`src/zx_mem_pkg.sv`:
```
// Widths, region bases and arbiter states for the memory side; physical map holds 8 RAM banks then 2 ROM pages
package zx_mem_pkg;

	// ======================================================================
	// Widths with a meaning
	// ======================================================================
	typedef logic [15:0] cpu_addr_t;   // Z80 address bus
	typedef logic [7:0]  byte_t;
	typedef logic [2:0]  bank_t;       // RAM bank 0..7
	typedef logic [17:0] phys_addr_t;  // Shared memory address
	typedef logic [2:0]  turbo_t;      // 0 normal, 4 fastest

	// ======================================================================
	// Physical memory map
	// ======================================================================
	// Eight 16K banks from the bottom
	localparam phys_addr_t RAM_BASE = 18'h00000;
	// Two 16K ROM pages above the RAM
	localparam phys_addr_t ROM_BASE = 18'h20000;

	// Port 7FFD decodes on A15 low and A1 low only
	localparam cpu_addr_t PAGE_PORT_MASK = 16'h8002;

	// Download target selection
	localparam byte_t DL_INDEX_ROM = 8'd0;
	localparam byte_t DL_INDEX_RAM = 8'd1;

	// Shared memory arbiter
	typedef enum logic [1:0] {
		IDLE,
		SERVE_CPU,
		SERVE_LOADER
	} arb_state_t;

endpackage

```
`src/cpu_port.sv`:
```
// CPU side of the shared memory; one request per bus cycle, ROM writes dropped, no requests during a download
`timescale 1ns/1ns

module cpu_port #(
	parameter int PHYS_ADDR_W = 18
) (
	input  logic                   clk_sys,
	input  logic                   reset,
	input  logic                   cpu_mreq_n_i,
	input  logic                   cpu_rd_n_i,
	input  logic                   cpu_wr_n_i,
	input  zx_mem_pkg::byte_t      cpu_dout_i,
	input  logic                   dl_active_i,
	input  logic [PHYS_ADDR_W-1:0] phys_addr_i,
	input  logic                   wr_allowed_i,
	output logic                   cpu_req_o,
	output logic                   cpu_we_o,
	output logic [PHYS_ADDR_W-1:0] cpu_addr_o,
	output zx_mem_pkg::byte_t      cpu_wdata_o,
	input  logic                   cpu_ack_i,
	input  zx_mem_pkg::byte_t      cpu_rdata_i,
	output zx_mem_pkg::byte_t      cpu_din_o,
	output logic                   ram_ready_o
);

	logic              mem_rd;
	logic              mem_wr;
	logic              rd_q;
	logic              wr_q;
	logic              new_rd;
	logic              new_wr;
	logic              new_req;
	logic              done;
	logic              rd_pend;
	zx_mem_pkg::byte_t din_q;

	assign mem_rd  = ~cpu_mreq_n_i & ~cpu_rd_n_i;
	assign mem_wr  = ~cpu_mreq_n_i & ~cpu_wr_n_i;
	assign new_rd  = mem_rd & ~rd_q & ~dl_active_i;
	assign new_wr  = mem_wr & ~wr_q & wr_allowed_i & ~dl_active_i;
	assign new_req = new_rd | new_wr;
	assign done    = (cpu_ack_i == cpu_req_o);

	always_ff @(posedge clk_sys) begin
		if (reset) begin
			rd_q      <= 1'b0;
			wr_q      <= 1'b0;
			cpu_req_o <= 1'b0;
			cpu_we_o  <= 1'b0;
			rd_pend   <= 1'b0;
		end else begin
			rd_q <= mem_rd;
			wr_q <= mem_wr;
			if (new_req) begin
				cpu_req_o <= ~cpu_req_o;  // Toggle starts a transfer
				cpu_we_o  <= new_wr;
				rd_pend   <= new_rd;
			end else if (done) begin
				rd_pend <= 1'b0;
			end
		end
	end

	// Request payload and read capture
	always_ff @(posedge clk_sys) begin
		if (new_req) begin
			cpu_addr_o  <= phys_addr_i;
			cpu_wdata_o <= cpu_dout_i;
		end
		if (rd_pend & done)
			din_q <= cpu_rdata_i;
	end

	// Fresh data in the same cycle that ram_ready rises
	assign cpu_din_o   = (rd_pend & done) ? cpu_rdata_i : din_q;
	assign ram_ready_o = done & ~new_req;

endmodule

```
`config.mk`:
```
export PLATFORM = sky130hd
export DESIGN_NAME = cpu_port
export DESIGN_NICKNAME = d
export VERILOG_FILES = /design/src/zx_mem_pkg.sv /design/src/cpu_port.sv
export SDC_FILE = /design/constraint.sdc
export NUM_CORES = 1
export LEC_CHECK = 0
export BUFFER_PORTS_ARGS = -buffer_cell sky130_fd_sc_hd__buf_2
export CELL_PAD_IN_SITES_DETAIL_PLACEMENT = 1
export CELL_PAD_IN_SITES_GLOBAL_PLACEMENT = 1
export CORE_ASPECT_RATIO = 0.6
export CORE_MARGIN = 5
export CORE_UTILIZATION = 34
export DETAILED_ROUTE_END_ITERATION = 7
export GPL_TIMING_DRIVEN = 0
export PLACE_DENSITY = 0.91
export SYNTH_ARGS = -nofsm -noshare
export SYNTH_HDL_FRONTEND = slang
export SYNTH_SLANG_ARGS = --single-unit
```
`constraint.sdc`:
```
create_clock -name clk_sys -period 2.55 [get_ports clk_sys]
set_input_delay 0.255 -clock clk_sys [delete_from_list [all_inputs] [get_ports clk_sys]]
set_output_delay 0.255 -clock clk_sys [all_outputs]
set_load 0.01 [all_outputs]
```
* Word-level counts from Yosys, hierarchy flattened *
Cells that the tools add are included.
W data, S select, Z words.

storage, ports and cells
  output and inout bits = 37
  input port bits = 42
  register bits = 39
  logic and storage cells = 31

cells by class
  bitwise operators = 18
  reductions and logical operators = 1
  eq/ne operators = 1
  muxes and demuxes = 3

operators with widths
  kind                count
  $and A1 B1 Y1       9
  $mux W8             1
  $not A1 Y1          8
  $mux W1             2
  $reduce_bool A2 Y1  1
  $eq A1 B1 Y1        1
  $or A1 B1 Y1        1

* Logic depth before layout (Yosys ltp) *
  depth after elaboration = 8
  mapped depth = 4
  gate-level depth less buffers = 3

* Least setup slack after synthesis *
Ideal clock, no wire load.

  path type = in2reg
  start = input cpu_wr_n_i
  end = register cpu_req_o
  stages on the path = 3
  arrival time = 1.691 ns
  setup slack = 0.738 ns
  data required time = 2.429 ns
  cells stage by stage = or4_4 > o21ai_4 > mux2_4

between the ends
  word-level cells in the longest chain between the ends = 6

RTL lines
  what                         line            source
  start, declared              cpu_port.sv:11  input logic cpu_wr_n_i,
  $not A1 Y1                   cpu_port.sv:38  assign mem_wr = ~cpu_mreq_n_i & ~cpu_wr_n_i;
  $and A1 B1 Y1                cpu_port.sv:38
  $and A1 B1 Y1 (3 in series)  cpu_port.sv:40  assign new_wr = mem_wr & ~wr_q & wr_allowed_i & ~dl_active_i;
  $or A1 B1 Y1                 cpu_port.sv:41  assign new_req = new_rd | new_wr;
  via new_req                  cpu_port.sv:32  logic new_req;
  end signal, assigned         cpu_port.sv:55  cpu_req_o <= ~cpu_req_o;
  end, declared                cpu_port.sv:16  output logic cpu_req_o,

The timed path passes the listed nets, and every way through them passes these cells.
A chain may end at the register's enable or synchronous reset.

* Worst setup path after layout *
  start = register wr_q
  end = output ram_ready_o

between the ends
  word-level cells in the longest chain between the ends = 7

RTL lines
  what                         line            source
  start, declared              cpu_port.sv:29  logic wr_q;
  start signal, assigned       cpu_port.sv:53  wr_q <= mem_wr;
  $not A1 Y1                   cpu_port.sv:40
  $and A1 B1 Y1 (3 in series)  cpu_port.sv:40
  $or A1 B1 Y1                 cpu_port.sv:41
  via new_req                  cpu_port.sv:32
  $not A1 Y1                   cpu_port.sv:76  assign ram_ready_o = done & ~new_req;
  $and A1 B1 Y1                cpu_port.sv:76
  end, declared                cpu_port.sv:23  output logic ram_ready_o

The timed path passes the listed nets, and every way through them passes these cells.

==> impl_results.md <==
- Row cnt: 17
- Max FO, Critical Path: 28
- Clock Latency Late Sink: 0.28 ns
- Critical path's largest stage delay: between 0.7 and 0.8 ns
- Post-layout utilization of the core: ~50%
- Sequential share of the synthesized area: between 80% and 90%
- Most frequent cells in the layout: buf_2 (79), edfxtp_1 (26), dfxtp_1 (13)
- Syn_area_per_cell: ~19 um2
- Tcrit/Tclk final: 90.0%
- Post-CTS Resized: 0
- Final Hold Fails: 0
- Top cell type's share of synthesized area: roughly 62%
- Place WS: roughly 0.34 ns
- RSZ-0062 raised after global routing: false
- Detailed Routing Iterations Pass 1: 2
- Layout area overhead: 44.7%
- 1st-iter DRT viols: 24
- Final setup viols: 0
- Global-route wire length before repair: 4680 um
- Startpoint Class: flop
- Fin. max-slew vios: 0
- Vias in the first global route: a little over 900
- Synth area leaders: edfxtp_1 (62%), dfxtp_1 (21%), mux2_2 (7.2%)
- Final Critical Period: between 2 and 2.5 ns
- Antenna violations before repair: 0
- Yosys warning total: 0
- Commonest non-fill, non-tap cell in the layout: buf_2
- Worst EP required: 2.30 ns
- Setup repair bufs after CTS: 0
- H-tree levels: 2
- DR WL/cell: about 16 um
- Io pins: slightly below 80
- Critical path arrival: between 2 and 2.5 ns
- Core box area: ~3600 um2
- Cell Pwr Density: between 800 and 900 nW/um2
- Synth cell types: 17
- Hpwl dp: approximately 2700 um
- Die area: between 5000 and 6000 um2
- Critical Path End Type: output port
- Top_reg_cell synth: edfxtp_1
- Cell taking the most area after synthesis: edfxtp_1
- Remaining antenna violation count: 0
- TNS Setup: 0 ns
- PnR worst setup slack: 0.255 ns
- Port buffer count: between 70 and 80
- Diodes inserted: 0
- Vias: between 800 and 900
- Crit-path cells: or4_4 > o21ai_4 > nor2_1 > buf_2
- Clock Skews: between 0.004 and 0.005 ns
- Synth Cell Area: 1260 um2
- Pin count of the biggest net entering global routing: 29
- Worst hold margin: about 0.14 ns
- Initial Util: 34.8%
- Status: finished, final reports clean
- Placed cell count: 190
- Die W: 88.5 um
- Max Clk Rate: roughly 0.44 GHz
- Layout fillers: between 400 and 500
- Syn Nets: roughly 110
- Routability Congestion: 0.773
- Worst vdd ir: approximately 0.00043 V
- TritonCTS buffer count: 5
- Seq cells post-synth: 39
- Clock Sinks: 39
- Max-cap viol count: 0
- Worst-path clk slew: roughly 0.08 ns
- Clk buf depth: 2
- FFs w/ async S/R, synth: 0%
- Vias per cell: roughly 4.4
- Multi-input logic area: 204 um2
- Routed WL: between 3000 and 4000 um
- Total global-route track usage: 12.8%
- Slowest library cell on the worst path: o21ai_4
- Post-synth EDFFs: 26
- Die Height: about 57 um
- Final Instance Count excl. Fillers: approximately 200
- Gr ovfl total: 0
- Sequential Area: ~1000 um2
- CTS tree: done
- Leak: approximately 0.8 nW
- CP Class: flop to output port
- Root Driver: clkbuf_8
- Layout Nets: roughly 190
- DRC Markers: 0
- Slew headroom: about two fifths
- Hold crit path type: input port to flop
- Synth Instances: 65
- CTS Hold Bufs: 0
- Share of cells above drive strength 1: 64.9%
- Least-Margin Pin Slew: roughly 0.90 ns
power breakdown:
part,switching (W),internal [W],total [W]
logic,0.000107,0.000104,0.000212
registers,0.0000179,0.000744,0.000762
clock network,0.000215,0.000291,0.000506
registers in the layout, summed over array words and instances (netlist names):
register / cells
cpu_addr_o: 18
cpu_wdata_o: 8
din_q: 8
cpu_req_o: 1
cpu_we_o: 1
rd_pend: 1
rd_q: 1
wr_q: 1
stage by stage:
| step | area (um2) | power (W) |
|---|---|---|
| 6_report | 1820 | 0.00148 |
| 4_1_cts | 1820 | 0.00150 |
| 3_5_place_dp | 1710 | 0.000994 |
| 3_3_place_gp | 1710 | 0.000973 |
| 2_1_floorplan | 1260 | 0.000877 |
| 5_1_grt | 1820 | 0.00155 |
per-layer routing:
metal	part of all wire, %	GRT usage (%)	vias to the layer above
li1	-	-	408
met5	0	0	-
met4	0.70	3.88	0
met2	52	23.9	47
met3	12	5.92	2
met1	35	12.5	413
worst max-delay path, delay by kind of cell (launching register included):
kind                   cells  cell delay [ns]
AOI/OAI and AO/OA          1             0.72
DFF                        1             0.31
buffers and inverters      1             0.17
and+or+nand+nor            2             0.56
path summary, 6_finish.rpt:
| kind | startpoint | to | slack [ns] | depth (start not counted) |
|---|---|---|---|---|
| hold / removal | cpu_dout_i[0] | cpu_wdata_o[0]$_DFFE_PP_ | 0.14 | 1 |
| setup reg to reg | wr_q$_SDFF_PP0_ | cpu_req_o$_SDFFE_PP0P_ | 0.62 | 3 |
| hold reg to reg | din_q[3]$_DFF_P_ | din_q[3]$_DFF_P_ | 0.48 | 1 |
| setup / recovery | wr_q$_SDFF_PP0_ | ram_ready_o | 0.26 | 4 |
cell type report:
type / instances / area share, %
Inverter: 2 / 0.413
Sequential cell: 39 / 57.2
Clock inverter: 3 / 2.41
Buffer: 1 / 0.275
Tap cell: 47 / 3.23
Clock buffer: 5 / 3.78
Timing Repair Buffer: 78 / 21.5
Multi-Input combinational cell: 23 / 11.2
Yosys cell counts, drive strengths merged, types with 2 or more instances:
| cell type | instances |
|---|---|
| inv | 2 |
| edfxtp | 26 |
| or4 | 2 |
| nor3 | 2 |
| nor2 | 3 |
| mux2 | 9 |
| dfxtp | 13 |
kinds of logic after synthesis:
| logic type | after synthesis | synth area share (%) |
|---|---|---|
| compound gates | 4 | 2.99 |
| buf+inv | 3 | 0.995 |
| xor+xnor | 1 | 0.697 |
| mux | 9 | 8.36 |
| flops | 39 | 82.8 |
| simple gates | 9 | 4.18 |
(Power assumes the default switching activity.)
