## src/zx_mem_pkg.sv

```systemverilog
// Widths, region bases and arbiter states for the memory side; physical map holds 8 RAM banks then 2 ROM pages
package zx_mem_pkg;

	// ======================================================================
	// Widths with a meaning
	// ======================================================================
	typedef logic [15:0] cpu_addr_t;   // Z80 address bus
	typedef logic [7:0]  byte_t;
	typedef logic [2:0]  bank_t;       // RAM bank 0..7
	typedef logic [17:0] phys_addr_t;  // Shared memory address
	typedef logic [2:0]  turbo_t;      // 0 normal, 4 fastest

	// ======================================================================
	// Physical memory map
	// ======================================================================
	// Eight 16K banks from the bottom
	localparam phys_addr_t RAM_BASE = 18'h00000;
	// Two 16K ROM pages above the RAM
	localparam phys_addr_t ROM_BASE = 18'h20000;

	// Port 7FFD decodes on A15 low and A1 low only
	localparam cpu_addr_t PAGE_PORT_MASK = 16'h8002;

	// Download target selection
	localparam byte_t DL_INDEX_ROM = 8'd0;
	localparam byte_t DL_INDEX_RAM = 8'd1;

	// Shared memory arbiter
	typedef enum logic [1:0] {
		IDLE,
		SERVE_CPU,
		SERVE_LOADER
	} arb_state_t;

endpackage

```

## src/loader_port.sv

```systemverilog
// Download writes into the shared memory; index 0 targets ROM, index 1 RAM, other indexes are ignored
`timescale 1ns/1ns

module loader_port #(
	parameter int PHYS_ADDR_W = 18
) (
	input  logic                   clk_sys,
	input  logic                   reset,
	input  logic                   dl_active_i,
	input  logic                   dl_wr_i,
	input  zx_mem_pkg::byte_t      dl_index_i,
	input  logic [PHYS_ADDR_W-1:0] dl_addr_i,
	input  zx_mem_pkg::byte_t      dl_data_i,
	output logic                   ld_req_o,
	output logic [PHYS_ADDR_W-1:0] ld_addr_o,
	output zx_mem_pkg::byte_t      ld_wdata_o,
	input  logic                   ld_ack_i
);

	logic                   dl_wr_q;
	logic                   index_ok;
	logic                   strobe;
	logic                   idle;
	logic                   hold_v;
	logic                   issue_hold;
	logic                   issue_new;
	logic [PHYS_ADDR_W-1:0] base;
	logic [PHYS_ADDR_W-1:0] hold_addr;
	zx_mem_pkg::byte_t      hold_data;

	assign index_ok = (dl_index_i == zx_mem_pkg::DL_INDEX_ROM) |
		(dl_index_i == zx_mem_pkg::DL_INDEX_RAM);
	assign base = (dl_index_i == zx_mem_pkg::DL_INDEX_ROM) ?
		PHYS_ADDR_W'(zx_mem_pkg::ROM_BASE) : PHYS_ADDR_W'(zx_mem_pkg::RAM_BASE);

	assign strobe     = dl_active_i & dl_wr_i & ~dl_wr_q & index_ok;
	assign idle       = (ld_ack_i == ld_req_o);
	assign issue_hold = idle & hold_v;               // Parked byte goes first
	assign issue_new  = idle & ~hold_v & strobe;

	always_ff @(posedge clk_sys) begin
		if (reset) begin
			dl_wr_q  <= 1'b0;
			ld_req_o <= 1'b0;
			hold_v   <= 1'b0;
		end else begin
			dl_wr_q <= dl_wr_i;
			if (issue_hold | issue_new)
				ld_req_o <= ~ld_req_o;
			// Park a strobe that finds the port busy
			if (strobe & ~issue_new)
				hold_v <= 1'b1;
			else if (issue_hold)
				hold_v <= 1'b0;
		end
	end

	always_ff @(posedge clk_sys) begin
		if (strobe) begin
			hold_addr <= base + dl_addr_i;
			hold_data <= dl_data_i;
		end
		if (issue_hold) begin
			ld_addr_o  <= hold_addr;
			ld_wdata_o <= hold_data;
		end else if (issue_new) begin
			ld_addr_o  <= base + dl_addr_i;
			ld_wdata_o <= dl_data_i;
		end
	end

endmodule

```

## config.mk

```make
export PLATFORM = sky130hd
export DESIGN_NAME = loader_port
export DESIGN_NICKNAME = d
export VERILOG_FILES = /design/src/zx_mem_pkg.sv /design/src/loader_port.sv
export SDC_FILE = /design/constraint.sdc
export NUM_CORES = 1
export LEC_CHECK = 0
export CAP_MARGIN = 25
export CORE_MARGIN = 2
export CORE_UTILIZATION = 35
export CTS_BUF_LIST = sky130_fd_sc_hd__clkbuf_4
export DETAILED_ROUTE_END_ITERATION = 10
export DONT_BUFFER_PORTS = 1
export SETUP_SLACK_MARGIN = 0.5
export SKIP_LAST_GASP = 1
export SYNTH_ARGS = -nofsm -noshare
export SYNTH_HDL_FRONTEND = slang
export SYNTH_SLANG_ARGS = --single-unit
```

## constraint.sdc

```tcl
create_clock -name clk_sys -period 4.32 [get_ports clk_sys]
set_input_delay 0.432 -clock clk_sys [delete_from_list [all_inputs] [get_ports clk_sys]]
set_output_delay 0.432 -clock clk_sys [all_outputs]
set_load 0.01 [all_outputs]
```

==> Word-level counts from Yosys, hierarchy flattened <==
Cells that the tools add are included.
{ "word_totals": {"reg_bits": 55, "word_cells": 33, "out_inout_bits": 27, "input_bits": 39} }
{ "op_classes": {"add_sub_neg": 1, "n_bitwise": 13, "muxes": 7, "n_reduce_logical": 3, "eq_ne": 2} }
{ "ops": {"columns": ["operator", "n"], "rows": [
  ["18-bit 2-to-1 mux", 3],
  ["18-bit adder", 1],
  ["8-bit 2-to-1 mux", 2],
  ["8-bit by 1-bit == test with 1-bit output (second input constant)", 1],
  ["8-bit zero test", 1],
  ["1-bit bitwise AND", 7],
  ["1-bit NOT", 4],
  ["2-bit nonzero test", 2],
  ["1-bit 2-to-1 mux", 2],
  ["1-bit OR", 2],
  ["1-bit == test", 1]
]} }

==> Depth between registers and ports, before layout <==
Gate-level depths: netlist (run 1).
{ "logic_depth": {"word_depth": 7, "ltp_mapped": 5, "mapped_depth_nobuf": 3} }

==> Worst setup path before layout (run 1) <==
No wires, ideal clock.
{ "synth_path": {"path_kind": "in2reg", "startpoint": "input dl_index_i[5]", "endpoint": "register ld_addr_o[0], enable pin", "arrival_ns": 2.167, "required_ns": 3.911, "setup_ns": 0.409, "stages": 3, "path_buffers": 0, "path_slack_ns": 1.744, "path_cell_list": "nor4_1 > a31oi_1 > nor2_1"} }
{ "synth_via": {"elab_chain_len": 5} }
{ "synth_lines": {"columns": ["item", "line_no", "rtl"], "rows": [
  ["start, declared", "loader_port.sv:11", "input zx_mem_pkg::byte_t dl_index_i,"],
  ["8-bit by 1-bit == test with 1-bit output or 8-bit zero test (tied branches)", "loader_port.sv:32, loader_port.sv:31", null],
  ["1-bit OR *", "loader_port.sv:31", "assign index_ok = (dl_index_i == zx_mem_pkg::DL_INDEX_ROM) |"],
  ["1-bit bitwise AND *", "loader_port.sv:36", "assign strobe = dl_active_i & dl_wr_i & ~dl_wr_q & index_ok;"],
  ["1-bit bitwise AND *", "loader_port.sv:39", "assign issue_new = idle & ~hold_v & strobe;"],
  ["2-bit nonzero test (no source line) *", null, null],
  ["end signal, assigned", "loader_port.sv:64", "ld_addr_o <= hold_addr;"],
  ["end signal, assigned", "loader_port.sv:67", "ld_addr_o <= base + dl_addr_i;"],
  ["end, declared", "loader_port.sv:15", "output logic [PHYS_ADDR_W-1:0] ld_addr_o,"]
]} }
Mark *: on every way between the ends. The rest lies on a longest branch, timed or not.
A chain may end at the register's enable or synchronous reset.

==> Worst setup path after layout (run 1) <==
{ "layout_path": {"startpoint": "register ld_req_o", "endpoint": "register ld_addr_o[6], data pin"} }
{ "layout_via": {"elab_chain_len": 3} }
{ "layout_lines": {"columns": ["item", "line_no", "rtl"], "rows": [
  ["start, declared", "loader_port.sv:14", "output logic ld_req_o,"],
  ["start signal, assigned", "loader_port.sv:49", "ld_req_o <= ~ld_req_o;"],
  ["1-bit == test", "loader_port.sv:37", "assign idle = (ld_ack_i == ld_req_o);"],
  ["1-bit bitwise AND", "loader_port.sv:38", "assign issue_hold = idle & hold_v;"],
  ["18-bit 2-to-1 mux", "loader_port.sv:63", "if (issue_hold) begin"]
]} }
Every way passes these cells.

==> metrics, run 1 <==
hold_buf cts 0; Fill cells approximately 540; Gate Count Post-Synth around 110; period utilization 0.508; Worst setup SP type register; setup bufs post-CTS 0; post-route ant nets 0; vias in the first global route between 1000 and 1500; status finished clean; Clock Skew 0.00712 ns; DRC 0; Critical Path RT roughly 4.4 ns; worst hold path class in -> reg; Synth area leaders edfxtp_1 (75%), mux2_2 (13%), dfxtp_1 (2.9%); Diodes inserted 0; nets@finish between 150 and 200; Worst Setup End Kind register; Fmax achieved approximately 460 MHz; Setup TNS 0 ns; slowest CP cell or2_1; Slowest Stage Delay on Critical Path between 0.5 and 0.6 ns; Arr. time, crit path between 2 and 2.5 ns; die footprint about 6600 sq um; syn nets 146; Final Hold Slack 0.130 ns; Slew @ Worst Pin between 0.6 and 0.7 ns; initial core utilization 0.357; DP HPWL around 2500 microns; row cnt 28; DR WL/cell approximately 18 microns; total global routing track utilization 0.113; Total Wirelength 3480 microns; Place WS ~1.9 ns; drt pass-1 iters 4; Syn-to-layout area delta 7.20%; DR iter-0 viols 46; Synth area leader edfxtp_1; CTS Buf Count 5; Port Buffer Count 0; final hold vios 0; Max Cap Viol 0; first-pass GRT wire length around 5300 microns; Setup-failing EPs final 0; clk sinks 55; Worst VDD drop 0.122 mV; Clock Latency Late Sink between 0.3 and 0.4 ns; vias per cell approximately 5; PnR worst setup slack 2.13 ns; overall die width between 80 and 90 microns; RSZ-0062 raised after global routing no; Netlist cell types 24; overall power around 800 uW; Final min period 2.19 ns; Ys Warns 0; share of layout cells above drive strength 1 0.316; grt ovf 0; placer congestion estimate 0.688; initial antenna violation count 0; I/O pin total 66; Crit Path Max Fanout 14; synthesized area about 2100 sq um; htree depth 2; total vias in the final route 941; Post-synth EDFFs 52; Async SR Flop Fraction 0; clock slew at reported path FFs around 0.14 ns; pin count of the biggest net entering global routing 27; Root Buffer Master clkbuf_4; worst path cell trace xor2_1, or2_1, buf_8, mux2_2; combined area of the multi-input logic cells 433 sq um; PostCTS Resize Cnt 0; Seq. cell area approximately 1600 sq um; most frequently used flop master after synthesis edfxtp_1; Worst Setup Path Type reg -> reg; relative slew slack 0.587; register bit total from synthesis 55; die height ~80 microns; Yosys top cell area share 0.749; max-slew violation count 0; Seq/Total Area, Yosys 0.777; pwr/cell area between 300 and 400 nW/um^2; Core Box Area between 5000 and 6000 sq um; clock tree from TritonCTS done; Clock Tree Buf Depth 2; Avg Cell Area, Syn between 15 and 20 sq um; Lkg Pwr about 0.0007 uW
[worst paths after layout]
| check | from | to | slack, ns | cells after the start |
|---|---|---|---|---|
| setup / recovery | ld_req_o | ld_addr_o[6] | 2.13 | 4 |
| hold / removal | reset | dl_wr_q | 0.13 | 1 |
| setup reg to reg | ld_req_o | ld_addr_o[6] | 2.13 | 4 |
| hold reg to reg | hold_v | hold_v | 0.51 | 2 |
[cell usage after synthesis (2+ instances only)]
library cell / count
nor2_1: 2
edfxtp_1: 52
dfxtp_1: 3
buf_6: 2
a31oi_1: 3
mux2_2: 25
nor3_1: 2
nor2b_1: 2
[registers in the layout (all words and copies together), names as in the netlist]
register	cells
hold_data	8
ld_wdata_o	8
hold_v	1
hold_addr	18
ld_req_o	1
ld_addr_o	18
dl_wr_q	1
[worst max-delay path, delay by kind of cell, from the launching register on]
kind,cells,cell delay [ns]
DFF,1,0.44
xor gates and xnor gates,1,0.37
and+or+nand+nor,1,0.56
muxes,1,0.35
buffers and inverters,1,0.24
[placed cells by master, fill, tap and decap left out, types with 2 or more instances in the layout]
master,n
a31oi_1,3
nor2b_1,2
clkbuf_4,5
nor3_1,2
dfxtp_1,3
mux2_2,25
buf_8,2
edfxtp_1,52
[per-stage QoR]
step / cells / area, sq um / util
6_report: 189 / 2240 / 0.382
3_3_place_gp: 180 / 2160 / 0.369
5_1_grt: 189 / 2240 / 0.382
3_5_place_dp: 181 / 2170 / 0.372
2_1_floorplan: 107 / 2090 / -
4_1_cts: 188 / 2220 / 0.380
[layer usage]
layer | vias to the layer above | track usage | wire [microns]
li1 | 434 | - | -
met1 | 449 | 0.129 | 1410
met2 | 53 | 0.186 | 1680
met3 | 5 | 0.0489 | 356
met4 | 0 | 0.0458 | 37
met5 | - | 0 | 0
[where the power goes]
part           switching, uW  total [uW]  internal [uW]
Combinational           6.04        16.9           10.8
Clock                    143         202           58.2
Sequential             0.314         583            583
Total                    150         802            652
[kinds of logic (layout without fill, tap and decap cells)]
logic type      Yosys count  after routing  share of synthesized area
flops                    55             55                      0.777
xor+xnor                  1              1                    0.00420
buf+inv                   4             11                     0.0162
simple gates             16             16                     0.0474
compound gates            5              5                     0.0144
mux                      26             26                      0.140
[area by class of cell]
type,count,share of cell area
Clock buffer,5,0.0168
Clock inverter,2,0.00392
Inverter,1,0.00168
Multi-Input combinational cell,48,0.194
Sequential cell,55,0.725
Tap cell,75,0.0420
Timing Repair Buffer,3,0.0168
Note: power is estimated with default switching activity, not from simulation.
==> inputs of run 2 (changes only) <==
Clock period 4.32 ns to 2.2 ns, I/O delays scaled along.
==> run 2 against run 1 <==
Sequential power up 97%. Clock power rose to 2.8 times the previous value. Routed wire length increased by 8.8%. Clock skew rose by 0.0065 ns. Utilization increased by 6.1 points. Non-clock buffer count rose by 29. Register-to-register slack got worse by 1.5 ns.
==> metrics, run 2 (same netlist as run 1, synthesis figures left out) <==
post-route ant nets 0; DR WL/cell between 15 and 20 microns; max-slew violation count 0; total global routing track utilization 0.122; Crit Path Max Fanout 21; first-pass GRT wire length 5780 microns; Post-DP Area roughly 2200 sq um; vias per cell roughly 4.9; Clock Latency Late Sink between 0.3 and 0.4 ns; Slew @ Worst Pin about 0.39 ns; Regs by FF count hold_addr (18), ld_addr_o (18); Clock Skew around 0.014 ns; htree depth 2; Diodes inserted 0; Syn-to-layout area delta 24.4%; initial core utilization 0.357; period utilization 0.725; vias in the first global route approximately 1100; clk sinks 55; grt ovf 0; clock slew at reported path FFs around 0.15 ns; delay-heaviest family, CP flip-flops; worst path cell trace xor2_1, or2_1, buf_12, mux2_2; I/O pin total between 60 and 70; overall power 1780 uW; fin util 0.443; Fmax achieved between 600 and 700 MHz; initial antenna violation count 0; clock tree from TritonCTS done; Clock Tree Buf Depth 2; row cnt 28; Core Box Area ~5900 sq um; Root Buffer Master clkbuf_4; placer congestion estimate 0.598; worst hold path class in -> reg; RSZ-0062 raised after global routing no; PnR worst setup slack approximately 0.6 ns; Worst Setup End Kind register; status finished clean; Arr. time, crit path 1.73 ns; Final min period 1.59 ns; Critical Path RT 2.34 ns; design area between 2000 and 3000 sq um; pwr/cell area slightly below 700 nW/um^2; final hold vios 0; DP HPWL around 2500 microns; die height between 80 and 90 microns; CTS Buf Count 5; slowest CP cell dfxtp_1; overall die width roughly 81 microns; Lkg Pwr 0.000841 uW; pin count of the biggest net entering global routing 24; Worst Setup Path Type reg -> reg; total vias in the final route about 1100; Setup-failing EPs final 0; Setup TNS 0 ns; nets@finish between 150 and 200; Total Wirelength ~3800 microns; Place WS about 0.60 ns; die footprint 6590 sq um; DR iter-0 viols 52; DRC 0; Max Cap Viol 0; share of layout cells above drive strength 1 0.292; Slowest Stage Delay on Critical Path about 0.44 ns; drt pass-1 iters 6; worst path bufs/invs 1; commonest non-fill, non-tap cell in the layout edfxtp_1; relative slew slack 0.738; Worst setup SP type register; Port Buffer Count 0; commonest non-fill, non-tap cells in the layout edfxtp_1 (52), dlygate4sd3_1 (27), mux2_2 (25); Worst VDD drop roughly 0.27 mV
[run 2: what timing repair did]
action	CTS	global route
resized for setup	0	0
buffers inserted	0	0
endpoints found under the hold margin	27	0
hold buffers	27	0
[run 2: worst paths after layout]
kind / depth (start not counted) / slack (ns) / startpoint / to
hold reg to reg: 2 / 0.52 / hold_v / hold_v
setup / recovery: 4 / 0.61 / ld_req_o / ld_addr_o[15]
hold / removal: 2 / 0.03 / reset / hold_v
setup reg to reg: 4 / 0.61 / ld_req_o / ld_addr_o[15]
[run 2: layout make-up]
type	instances	area, sq um
inverters	1	3.75
well taps	75	93.8
clock inverters	3	46.3
clock buffers	5	37.5
repair buffers	32	345
flip-flops and latches	55	1620
multi-input cells	48	445
fillers	509	3260
[run 2: layer usage]
metal	share of wire	track usage	vias to the layer above
li1	-	-	491
met1	0.43	0.149	519
met2	0.47	0.195	56
met3	0.082	0.0478	6
met4	0.012	0.0458	0
met5	0	0	-
[run 2: power by group]
group	switching (uW)	internal [uW]
logic	20.6	54.7
clock network	319	243
registers	0.705	1140
[run 2: per-stage QoR]
stage | std cells | hold WS, ns
after global placement | 184 | 0.294
after global routing | 219 | 0.00830
after detailed placement | 184 | 0.295
after floorplan | 107 | 0.292
final | 219 | 0.0315
after CTS | 219 | 0.0149
[run 2: worst register-to-register path, cell delays in order (launching register included)]
cell,delay [ns]
dfxtp_1,0.44
xor2_1,0.19
or2_1,0.19
buf_12,0.19
mux2_2,0.36
