### config.mk
export PLATFORM = sky130hd
export DESIGN_NAME = page_control
export DESIGN_NICKNAME = d
export VERILOG_FILES = /design/src/zx_mem_pkg.sv /design/src/page_control.sv
export SDC_FILE = /design/constraint.sdc
export NUM_CORES = 1
export LEC_CHECK = 0
export ABC_AREA = 1
export BUFFER_PORTS_ARGS = -buffer_cell sky130_fd_sc_hd__buf_2
export CORE_ASPECT_RATIO = 0.9
export CORE_MARGIN = 4
export CORE_UTILIZATION = 35
export DETAILED_ROUTE_END_ITERATION = 12
export PLACE_DENSITY_LB_ADDON = 0.12
export SKIP_LAST_GASP = 1
export SLEW_MARGIN = 20
export SYNTH_ARGS = -nofsm -noshare
export SYNTH_HDL_FRONTEND = slang
export SYNTH_SLANG_ARGS = --single-unit
export TNS_END_PERCENT = 20
### constraint.sdc
create_clock -name clk_sys -period 1.1 [get_ports clk_sys]
set_input_delay 0.165 -clock clk_sys [delete_from_list [all_inputs] [get_ports clk_sys]]
set_output_delay 0.165 -clock clk_sys [all_outputs]
set_load 0.01 [all_outputs]
### src/zx_mem_pkg.sv
// Widths, region bases and arbiter states for the memory side; physical map holds 8 RAM banks then 2 ROM pages
package zx_mem_pkg;

	// ======================================================================
	// Widths with a meaning
	// ======================================================================
	typedef logic [15:0] cpu_addr_t;   // Z80 address bus
	typedef logic [7:0]  byte_t;
	typedef logic [2:0]  bank_t;       // RAM bank 0..7
	typedef logic [17:0] phys_addr_t;  // Shared memory address
	typedef logic [2:0]  turbo_t;      // 0 normal, 4 fastest

	// ======================================================================
	// Physical memory map
	// ======================================================================
	// Eight 16K banks from the bottom
	localparam phys_addr_t RAM_BASE = 18'h00000;
	// Two 16K ROM pages above the RAM
	localparam phys_addr_t ROM_BASE = 18'h20000;

	// Port 7FFD decodes on A15 low and A1 low only
	localparam cpu_addr_t PAGE_PORT_MASK = 16'h8002;

	// Download target selection
	localparam byte_t DL_INDEX_ROM = 8'd0;
	localparam byte_t DL_INDEX_RAM = 8'd1;

	// Shared memory arbiter
	typedef enum logic [1:0] {
		IDLE,
		SERVE_CPU,
		SERVE_LOADER
	} arb_state_t;

endpackage

### src/page_control.sv
// 128K paging at 7FFD; lock bit 5 and 48K mode block writes, and only reset clears the lock
`timescale 1ns/1ns

module page_control #(
	parameter int PHYS_ADDR_W = 18
) (
	input  logic                  clk_sys,
	input  logic                  reset,
	input  logic                  mode_48k_i,
	input  zx_mem_pkg::cpu_addr_t cpu_addr_i,
	input  zx_mem_pkg::byte_t     cpu_dout_i,
	input  logic                  cpu_iorq_n_i,
	input  logic                  cpu_wr_n_i,
	input  logic                  cpu_m1_n_i,
	output logic [PHYS_ADDR_W-1:0] phys_addr_o,
	output logic                  wr_allowed_o,
	output zx_mem_pkg::byte_t     page_reg_o
);

	logic                   io_wr;
	logic                   io_wr_q;
	logic                   port_hit;
	logic                   page_locked;
	logic                   rom_page;
	zx_mem_pkg::bank_t      bank;
	zx_mem_pkg::phys_addr_t mapped;

	// ======================================================================
	// Paging register
	// ======================================================================
	assign io_wr       = ~cpu_iorq_n_i & ~cpu_wr_n_i & cpu_m1_n_i;  // Not an INTA cycle
	assign port_hit    = (cpu_addr_i & zx_mem_pkg::PAGE_PORT_MASK) == 16'h0000;
	assign page_locked = mode_48k_i | page_reg_o[5];

	always_ff @(posedge clk_sys) begin
		if (reset) begin
			io_wr_q    <= 1'b0;
			page_reg_o <= '0;
		end else begin
			io_wr_q <= io_wr;
			if (io_wr & ~io_wr_q & port_hit & ~page_locked)
				page_reg_o <= cpu_dout_i;
		end
	end

	// ======================================================================
	// CPU address to physical address
	// ======================================================================
	assign rom_page = mode_48k_i | page_reg_o[4];  // 48K BASIC lives in page 1

	always_comb begin
		bank         = 3'd0;
		wr_allowed_o = 1'b1;
		case (cpu_addr_i[15:14])
			2'b00: begin
				wr_allowed_o = 1'b0;  // ROM is read only
			end
			2'b01:   bank = 3'd5;
			2'b10:   bank = 3'd2;
			default: bank = mode_48k_i ? 3'd0 : page_reg_o[2:0];
		endcase

		if (cpu_addr_i[15:14] == 2'b00)
			mapped = zx_mem_pkg::ROM_BASE +
				zx_mem_pkg::phys_addr_t'({rom_page, cpu_addr_i[13:0]});
		else
			mapped = zx_mem_pkg::RAM_BASE +
				zx_mem_pkg::phys_addr_t'({bank, cpu_addr_i[13:0]});
	end

	assign phys_addr_o = PHYS_ADDR_W'(mapped);  // Upper bits zero for wider maps

endmodule

# Yosys cells after proc, flatten, opt, wreduce, memory -nomap -nowiden
# Cells that the tools add are included.
dict set report classes {
  add_sub_neg 1
  eq_ne 2
  mux 4
  n_bitwise 11
  n_reduce_logical 2
}
# op count
set op_table {}
lappend op_table {{18-bit by 15-bit adder with 18-bit output (first input constant)} 1}
lappend op_table {{18-bit 2-to-1 mux} 1}
lappend op_table {{16-bit zero test} 1}
lappend op_table {{3-bit one-hot mux with 2 select lines} 1}
lappend op_table {{1-bit bitwise AND} 5}
lappend op_table {{1-bit NOT} 4}
lappend op_table {{3-bit 2-to-1 mux} 1}
lappend op_table {{2-bit by 1-bit == test with 1-bit output (second input constant)} 1}
lappend op_table {{2-bit == test (second input constant)} 1}
lappend op_table {{2-bit zero test} 1}
lappend op_table {{1-bit bitwise OR} 2}
lappend op_table {{1-bit 2-to-1 mux} 1}
dict set report word_totals {
  register_bits 9
}

# Depth between registers and ports, before layout
# Gate-level depths: netlist of the first run.
dict set report depth {
  ltp_word 6
  depth_mapped 6
}

# Worst setup path after synthesis of the first run
# Ideal clock, no wire load.
dict set report synth_timing {
  path_type {input-to-output}
  start {input port cpu_addr_i[15]}
  end {output port phys_addr_o[14]}
  arrival_ns 0.906
  slack_ns 0.029
  path_stages 5
  cell_sequence {inv_1 -> ha_1 -> nor2_1 -> nand2_1 -> a31oi_1}
}
dict set report synth_between {
  elab_chain_len 3
  word_cells_on_any_way 5
  classes_between {eq/ne (2); mux (2); reduce/logical (1)}
}
# item line
set synth_lines {}
lappend synth_lines {{from (decl)} page_control.sv:10} ;# input zx_mem_pkg::cpu_addr_t cpu_addr_i,
lappend synth_lines {{2-bit == test or 2-bit by 1-bit == test with 1-bit output (tied branches)} page_control.sv:54} ;# case (cpu_addr_i[15:14])
lappend synth_lines {{3-bit one-hot mux with 2 select lines} page_control.sv:54}
lappend synth_lines {{18-bit 2-to-1 mux *} page_control.sv:63} ;# if (cpu_addr_i[15:14] == 2'b00)
lappend synth_lines {{to (decl)} page_control.sv:15} ;# output logic [PHYS_ADDR_W-1:0] phys_addr_o,
# Mark *: on every way between the ends. The rest lies on a longest branch, timed or not.

# Worst setup path in the final report of the first run
dict set report layout_timing {
  start {register page_reg_o[4]}
  end {output port phys_addr_o[14]}
}
dict set report layout_between {
  elab_chain_len 3
}
# item line
set layout_lines {}
lappend layout_lines {{from (decl)} page_control.sv:17} ;# output zx_mem_pkg::byte_t page_reg_o
lappend layout_lines {{from (signal assigned)} page_control.sv:42} ;# page_reg_o <= cpu_dout_i;
lappend layout_lines {{1-bit bitwise OR} page_control.sv:49} ;# assign rom_page = mode_48k_i | page_reg_o[4];
lappend layout_lines {{18-bit by 15-bit adder with 18-bit output} page_control.sv:64} ;# mapped = zx_mem_pkg::ROM_BASE +
lappend layout_lines {{18-bit 2-to-1 mux} page_control.sv:63}
# Every way passes these cells.

==> impl_metrics.csv, run 1 <==
group,metric,value,unit
power,power_frac_seq,0.448,
placed_design,gp_congestion,0.650,
floorplan,die_h,47.6,um
power,combPwrFrac,0.212,
synthesis,yosysWarnings,0,
cts,htree_levels,1,
global_routing,grt_pass1_vias,504,
cts,clock_path_buffers,2,
synthesis,mappedNetlistArea,609,um^2
synthesis,synth_seq_area_share,0.296,
cells_and_area,syn_to_final_growth,30.4,%
setup_path,crit_type,"reg -> out",
synthesis,synth_nets,124,
cts,clkTransAtPathRegs,0.06,ns
timing,worst_slack,-0.0233,ns
placed_design,place_ws,-0.180,ns
timing,finalHoldViolCount,0,
routing,vias,602,
cts,clk_latency,0.26,ns
global_routing,grt_overflow,0,
timing,fin_skew,0.00162,ns
flow_run,maxCapViolations,0,
cts,cts_root_buf,"clkbuf_4",
timing,max-slew-margin-rel,0.846,
global_routing,grt_use_total,0.112,
synthesis,yosysUniqueCellTypes,15,
cells_and_area,instances_no_fill,140,
setup_path,reg2reg_slack,0.06,ns
power,ir_worst_vdd,0.546,mV
global_routing,grt_pass1_wl,2030,um
floorplan,core,1660,um^2
worst_hold_path,min-delay-start,"reset",
cells_and_area,num-nets-final,149,
global_routing,grt_max_degree,8,
routing,antenna_left,0,
placed_design,portBuffers,30,
outcome,violations,"setup timing",
setup_path,r2r_end,"page_reg_o[4]$_SDFFE_PP0P_",
global_routing,antenna_found_initial,0,
setup_path,arrival,0.96,ns
setup_path,cp-start-kind,"flip-flop",
floorplan,initial_core_util,0.366,
cts,cts_buffers,3,
setup_path,timing.rr.start,"page_reg_o[5]$_SDFFE_PP0P_",
routing,dr.pass1.iters,2,
routing,drt_wl_total,1300,um
cells_and_area,diodes,0,
timing,clock.fmax,890,MHz
setup_path,worstPathMaxFanout,3,
worst_hold_path,worstHoldEndpoint,"page_reg_o[5]$_SDFFE_PP0P_",
floorplan,die_width,52.0,um
floorplan,io_pins,57,
timing,timing.final.crit_share,1.02,
cts,cts_sinks,9,
setup_path,ff2ff_path_depth,6,
timing,slew_viol_final,0,
cts,cts_hold_buffers,0,
floorplan,core.rowCount,14,
synthesis,synth-seq-cells,9,
power,switchingPower,0.197,mW
routing,drtIter0Drc,3,
power,clockPowerShare,0.340,
routing,drc,0,
worst_hold_path,min_path_type,"in -> reg",
synthesis,synthCells,92,
synthesis,avgSynthCellArea,6.62,um^2
routing,vias_per_cell,4.30,
power,p_int,0.546,mW
timing,worstMarginPinSlew,0.231,ns
setup_path,cp.required,0.94,ns
placed_design,hpwl,1020,um
timing,setup_viol,1,
timing,rsz0062_at_grt,"yes",
worst_hold_path,holdPathStages,2,
power,leakage,0.424,nW
power,p_sw_frac,0.265,
placed_design,dp.cells,136,
routing,wl_per_cell,9.26,um
power,powerDensity,936,nW/um^2
cts,cts_tree,"built",
outcome,status,"finished, violations left",
floorplan,die_area,2470,um^2
setup_path,end_kind,"output port",
cells_and_area,drive_gt1_frac,0.448,
cts,post_cts_buffers,0,
timing,min_period,1.12,ns
==> power groups by stage <==
stage | logic (mW) | clock network (mW) | registers (mW)
floorplan | 0.117 | 0 | 0.342
global placement | 0.134 | 0 | 0.340
detailed placement | 0.135 | 0 | 0.340
CTS | 0.156 | 0.266 | 0.333
global route | 0.179 | 0.288 | 0.333
finish | 0.157 | 0.253 | 0.333
==> stage by stage <==
stage | area, um^2 | setup TNS, ns | hold slack [ns] | utilization | total power [mW]
CTS | 782 | -0.0713 | 0.0810 | 0.470 | 0.755
finish | 795 | -0.0233 | 0.0881 | 0.477 | 0.743
floorplan | 609 | 0 | 0.234 | - | 0.459
detailed placement | 714 | -0.571 | 0.330 | 0.429 | 0.476
global route | 795 | -0.544 | 0.0733 | 0.477 | 0.800
global placement | 714 | -0.531 | 0.330 | 0.429 | 0.474
==> metal layers <==
| metal | vias up | part of all wire | GRT usage |
|---|---|---|---|
| li1 | 315 | - | - |
| met1 | 255 | 0.37 | 0.116 |
| met2 | 24 | 0.49 | 0.195 |
| met3 | 8 | 0.11 | 0.0436 |
| met4 | 0 | 0.031 | 0.0733 |
| met5 | - | 0 | 0 |
==> state kept, by name (all words and copies together), names as in the netlist <==
name and cells:
io_wr_q 1, page_reg_o 8
==> cell usage in the layout (no fill, tap or decap), drive strengths merged <==
master and n:
a21oi 2, a31oi 1, buf 34, clkbuf 4
dfxtp 9, ha 2, inv 16, nand2 13
nand3 10, nor2 23, nor3 1, o21ai 1
==> cell usage after synthesis <==
master / instances / share of area
nor3_1: 1 / 0.0082
nor2_4: 2 / 0.037
dfxtp_1: 9 / 0.30
nand3_2: 1 / 0.016
inv_1: 16 / 0.099
a31oi_1: 1 / 0.010
buf_4: 14 / 0.17
nand3_1: 9 / 0.074
ha_1: 2 / 0.041
nor2_2: 2 / 0.021
nand2_1: 12 / 0.074
nor2_1: 19 / 0.12
o21ai_0: 1 / 0.0082
a21oi_1: 2 / 0.016
nand2_2: 1 / 0.010
==> cell families (layout without fill, tap and decap cells) <==
family,count (synthesis),after routing,share of synthesized area
and+or+nand+nor,47,47,0.357
AOI/OAI and AO/OA,4,4,0.0349
DFF,9,9,0.296
adders and majority gates,2,2,0.0411
buffers and inverters,30,54,0.271
==> worst max path at each step <==
stage / from / to / slack (ns) / cells past startpoint
floorplan: cpu_addr_i[15] / phys_addr_o[14] / 0.03 / 5
global placement: cpu_addr_i[15] / phys_addr_o[14] / -0.15 / 7
detailed placement: cpu_addr_i[15] / phys_addr_o[16] / -0.18 / 7
CTS: cpu_addr_i[15] / phys_addr_o[16] / -0.05 / 7
global route: cpu_addr_i[15] / phys_addr_o[15] / -0.08 / 7
finish: page_reg_o[4]$_SDFFE_PP0P_ / phys_addr_o[14] / -0.02 / 3
==> repair_timing <==
item	in CTS	in global routing
pin swaps	3	2
endpoints found under the setup margin	3	10
gates resized for setup	10	6
==> area by class of cell <==
type,instances,area [um^2]
clock buffer,4,26.3
fill,192,870
inverter,16,65.1
multi-input combinational,53,293
sequential,9,184
tap,24,30.0
timing repair buffer,34,196
==> critical path, cell delays in order, from the launching register on <==
cell     delay (ns)
dfxtp_2        0.33
nor3_2         0.18
a31oi_1        0.05
buf_2          0.14
(Power assumes the default switching activity.)
==> inputs of run 2 (changes only) <==
- CORE_UTILIZATION: 35 -> 38
- clock period: 1.1 -> 1.3 ns (I/O delays scaled with it)
==> impl_metrics.csv, run 2 (synthesized netlist as in run 1, its figures left out) <==
group,metric,value,unit
outcome,status,"finished clean",
routing,wl_per_cell,9.19,um
power,power_frac_seq,0.457,
setup_path,worst_setup_path_startpoint,"cpu_addr_i[14]",
placed_design,place_area,697,um^2
timing,max-slew-margin-rel,0.723,
cells_and_area,final_cell_area,747,um^2
routing,vias_per_cell,4.26,
placed_design,dp.cells,132,
setup_path,cp.required,1.11,ns
setup_path,r2r_end,"page_reg_o[6]$_SDFFE_PP0P_",
placed_design,hpwl,1040,um
cells_and_area,num-nets-final,147,
cts,clkTransAtPathRegs,0.06,ns
floorplan,initial_core_util,0.412,
timing,slew_viol_final,0,
cts,cts_sinks,9,
worst_hold_path,min_path_type,"in -> reg",
placed_design,gp_congestion,0.712,
timing,worstMarginPinSlew,0.415,ns
power,switchingPower,0.164,mW
power,powerDensity,826,nW/um^2
global_routing,grt_overflow,0,
power,clockPowerShare,0.349,
cells_and_area,regArea,180,um^2
timing,min_period,1.22,ns
floorplan,die_h,46.0,um
routing,vias,580,
setup_path,arrival,1.03,ns
power,total_power,0.617,mW
routing,antenna_left,0,
global_routing,grt_use_total,0.107,
cells_and_area,multi_input_area,288,um^2
cells_and_area,top_regs,"page_reg_o (8), io_wr_q (1)",
placed_design,portBuffers,30,
timing,timing.final.crit_share,0.939,
floorplan,die_width,50.2,um
setup_path,end_kind,"output port",
routing,drt_wl_total,1250,um
global_routing,grt_max_degree,8,
power,leakage,0.405,nW
timing,setup_viol,0,
cts,htree_levels,1,
cts,clock_path_buffers,2,
routing,drtIter0Drc,6,
cts,cts_buffers,3,
power,p_int,0.453,mW
setup_path,worstPathMaxFanout,3,
setup_path,crit_end,"phys_addr_o[14]",
worst_hold_path,min-delay-start,"reset",
cells_and_area,final_common_cell,"buf_2",
cells_and_area,fillers,174,
global_routing,antenna_found_initial,0,
cells_and_area,syn_to_final_growth,22.6,%
power,p_sw_frac,0.266,
floorplan,core.rowCount,13,
timing,clock.fmax,820,MHz
cells_and_area,largest_register_ff_count,8,
timing,finalHoldViolCount,0,
floorplan,io_pins,57,
timing,fin_skew,0.000459,ns
timing,fin_tns_setup,0,ns
setup_path,cp-start-kind,"input pin",
setup_path,crit_type,"in -> out",
global_routing,grt_pass1_wl,1910,um
floorplan,die_area,2310,um^2
power,ir_worst_vdd,0.501,mV
cells_and_area,drive_gt1_frac,0.395,
routing,dr.pass1.iters,4,
cells_and_area,instances_no_fill,136,
setup_path,timing.rr.start,"page_reg_o[5]$_SDFFE_PP0P_",
cells_and_area,diodes,0,
cells_and_area,final_cell_mix,"30 x buf_2, 18 x nor2_1, 15 x inv_1, 12 x nand2_1",
setup_path,ff2ff_path_depth,6,
global_routing,grt_pass1_vias,481,
flow_run,maxCapViolations,0,
cts,clk_latency,0.25,ns
setup_path,reg2reg_slack,0.25,ns
cts,cts_tree,"built",
floorplan,core,1480,um^2
cts,cts_root_buf,"clkbuf_4",
cells_and_area,largest-register,"page_reg_o",
power,combPwrFrac,0.194,
routing,drc,0,
-- run 2: worst min-delay path by stage --
stage,to,depth (start not counted)
after global routing,page_reg_o[5]$_SDFFE_PP0P_,2
final,page_reg_o[5]$_SDFFE_PP0P_,2
after CTS,page_reg_o[5]$_SDFFE_PP0P_,2
after floorplan,page_reg_o[5]$_SDFFE_PP0P_,1
after detailed placement,phys_addr_o[5],0
after global placement,page_reg_o[5]$_SDFFE_PP0P_,2
-- run 2: layer usage --
metal	part of all wire	GRT usage	vias up
met3	0.10	0.0295	6
met4	0.022	0.0663	0
li1	-	-	308
met2	0.43	0.180	28
met1	0.44	0.123	238
met5	0	0	-
-- run 2: per-stage QoR --
stage                     setup slack, ns  hold WS, ns   util
after floorplan                     0.169        0.264      -
after global placement           0.000699        0.388  0.471
after detailed placement          -0.0410        0.390  0.471
after CTS                          0.0360        0.124  0.499
after global routing             -0.00590        0.136  0.505
final                              0.0799        0.124  0.505
-- run 2: critical path, cell delays in order --
cell and delay (ns):
buf_2 0.10, inv_1 0.08, ha_4 0.22, nor2_4 0.11
nand2_1 0.05, a31oi_1 0.11, buf_2 0.15
-- run 2: cell type report --
cell class | instances | share of cell area
sequential | 9 | 0.241
multi-input combinational | 53 | 0.385
clock buffer | 4 | 0.0352
timing repair buffer | 32 | 0.221
inverter | 16 | 0.0804
tap | 22 | 0.0369
-- run 2: what timing repair did --
item,in CTS,in global routing
hold buffers,0,0
resized for setup,3,2
pin swaps,1,0
setup buffers,0,0
setup endpoints to repair,3,1
-- run 2: power by group through the flow --
stage,logic (mW),registers [mW],clock network (mW)
2_1_floorplan,0.0990,0.289,0
3_3_place_gp,0.108,0.288,0
3_5_place_dp,0.110,0.288,0
4_1_cts,0.117,0.282,0.227
5_1_grt,0.136,0.282,0.231
6_report,0.120,0.282,0.215
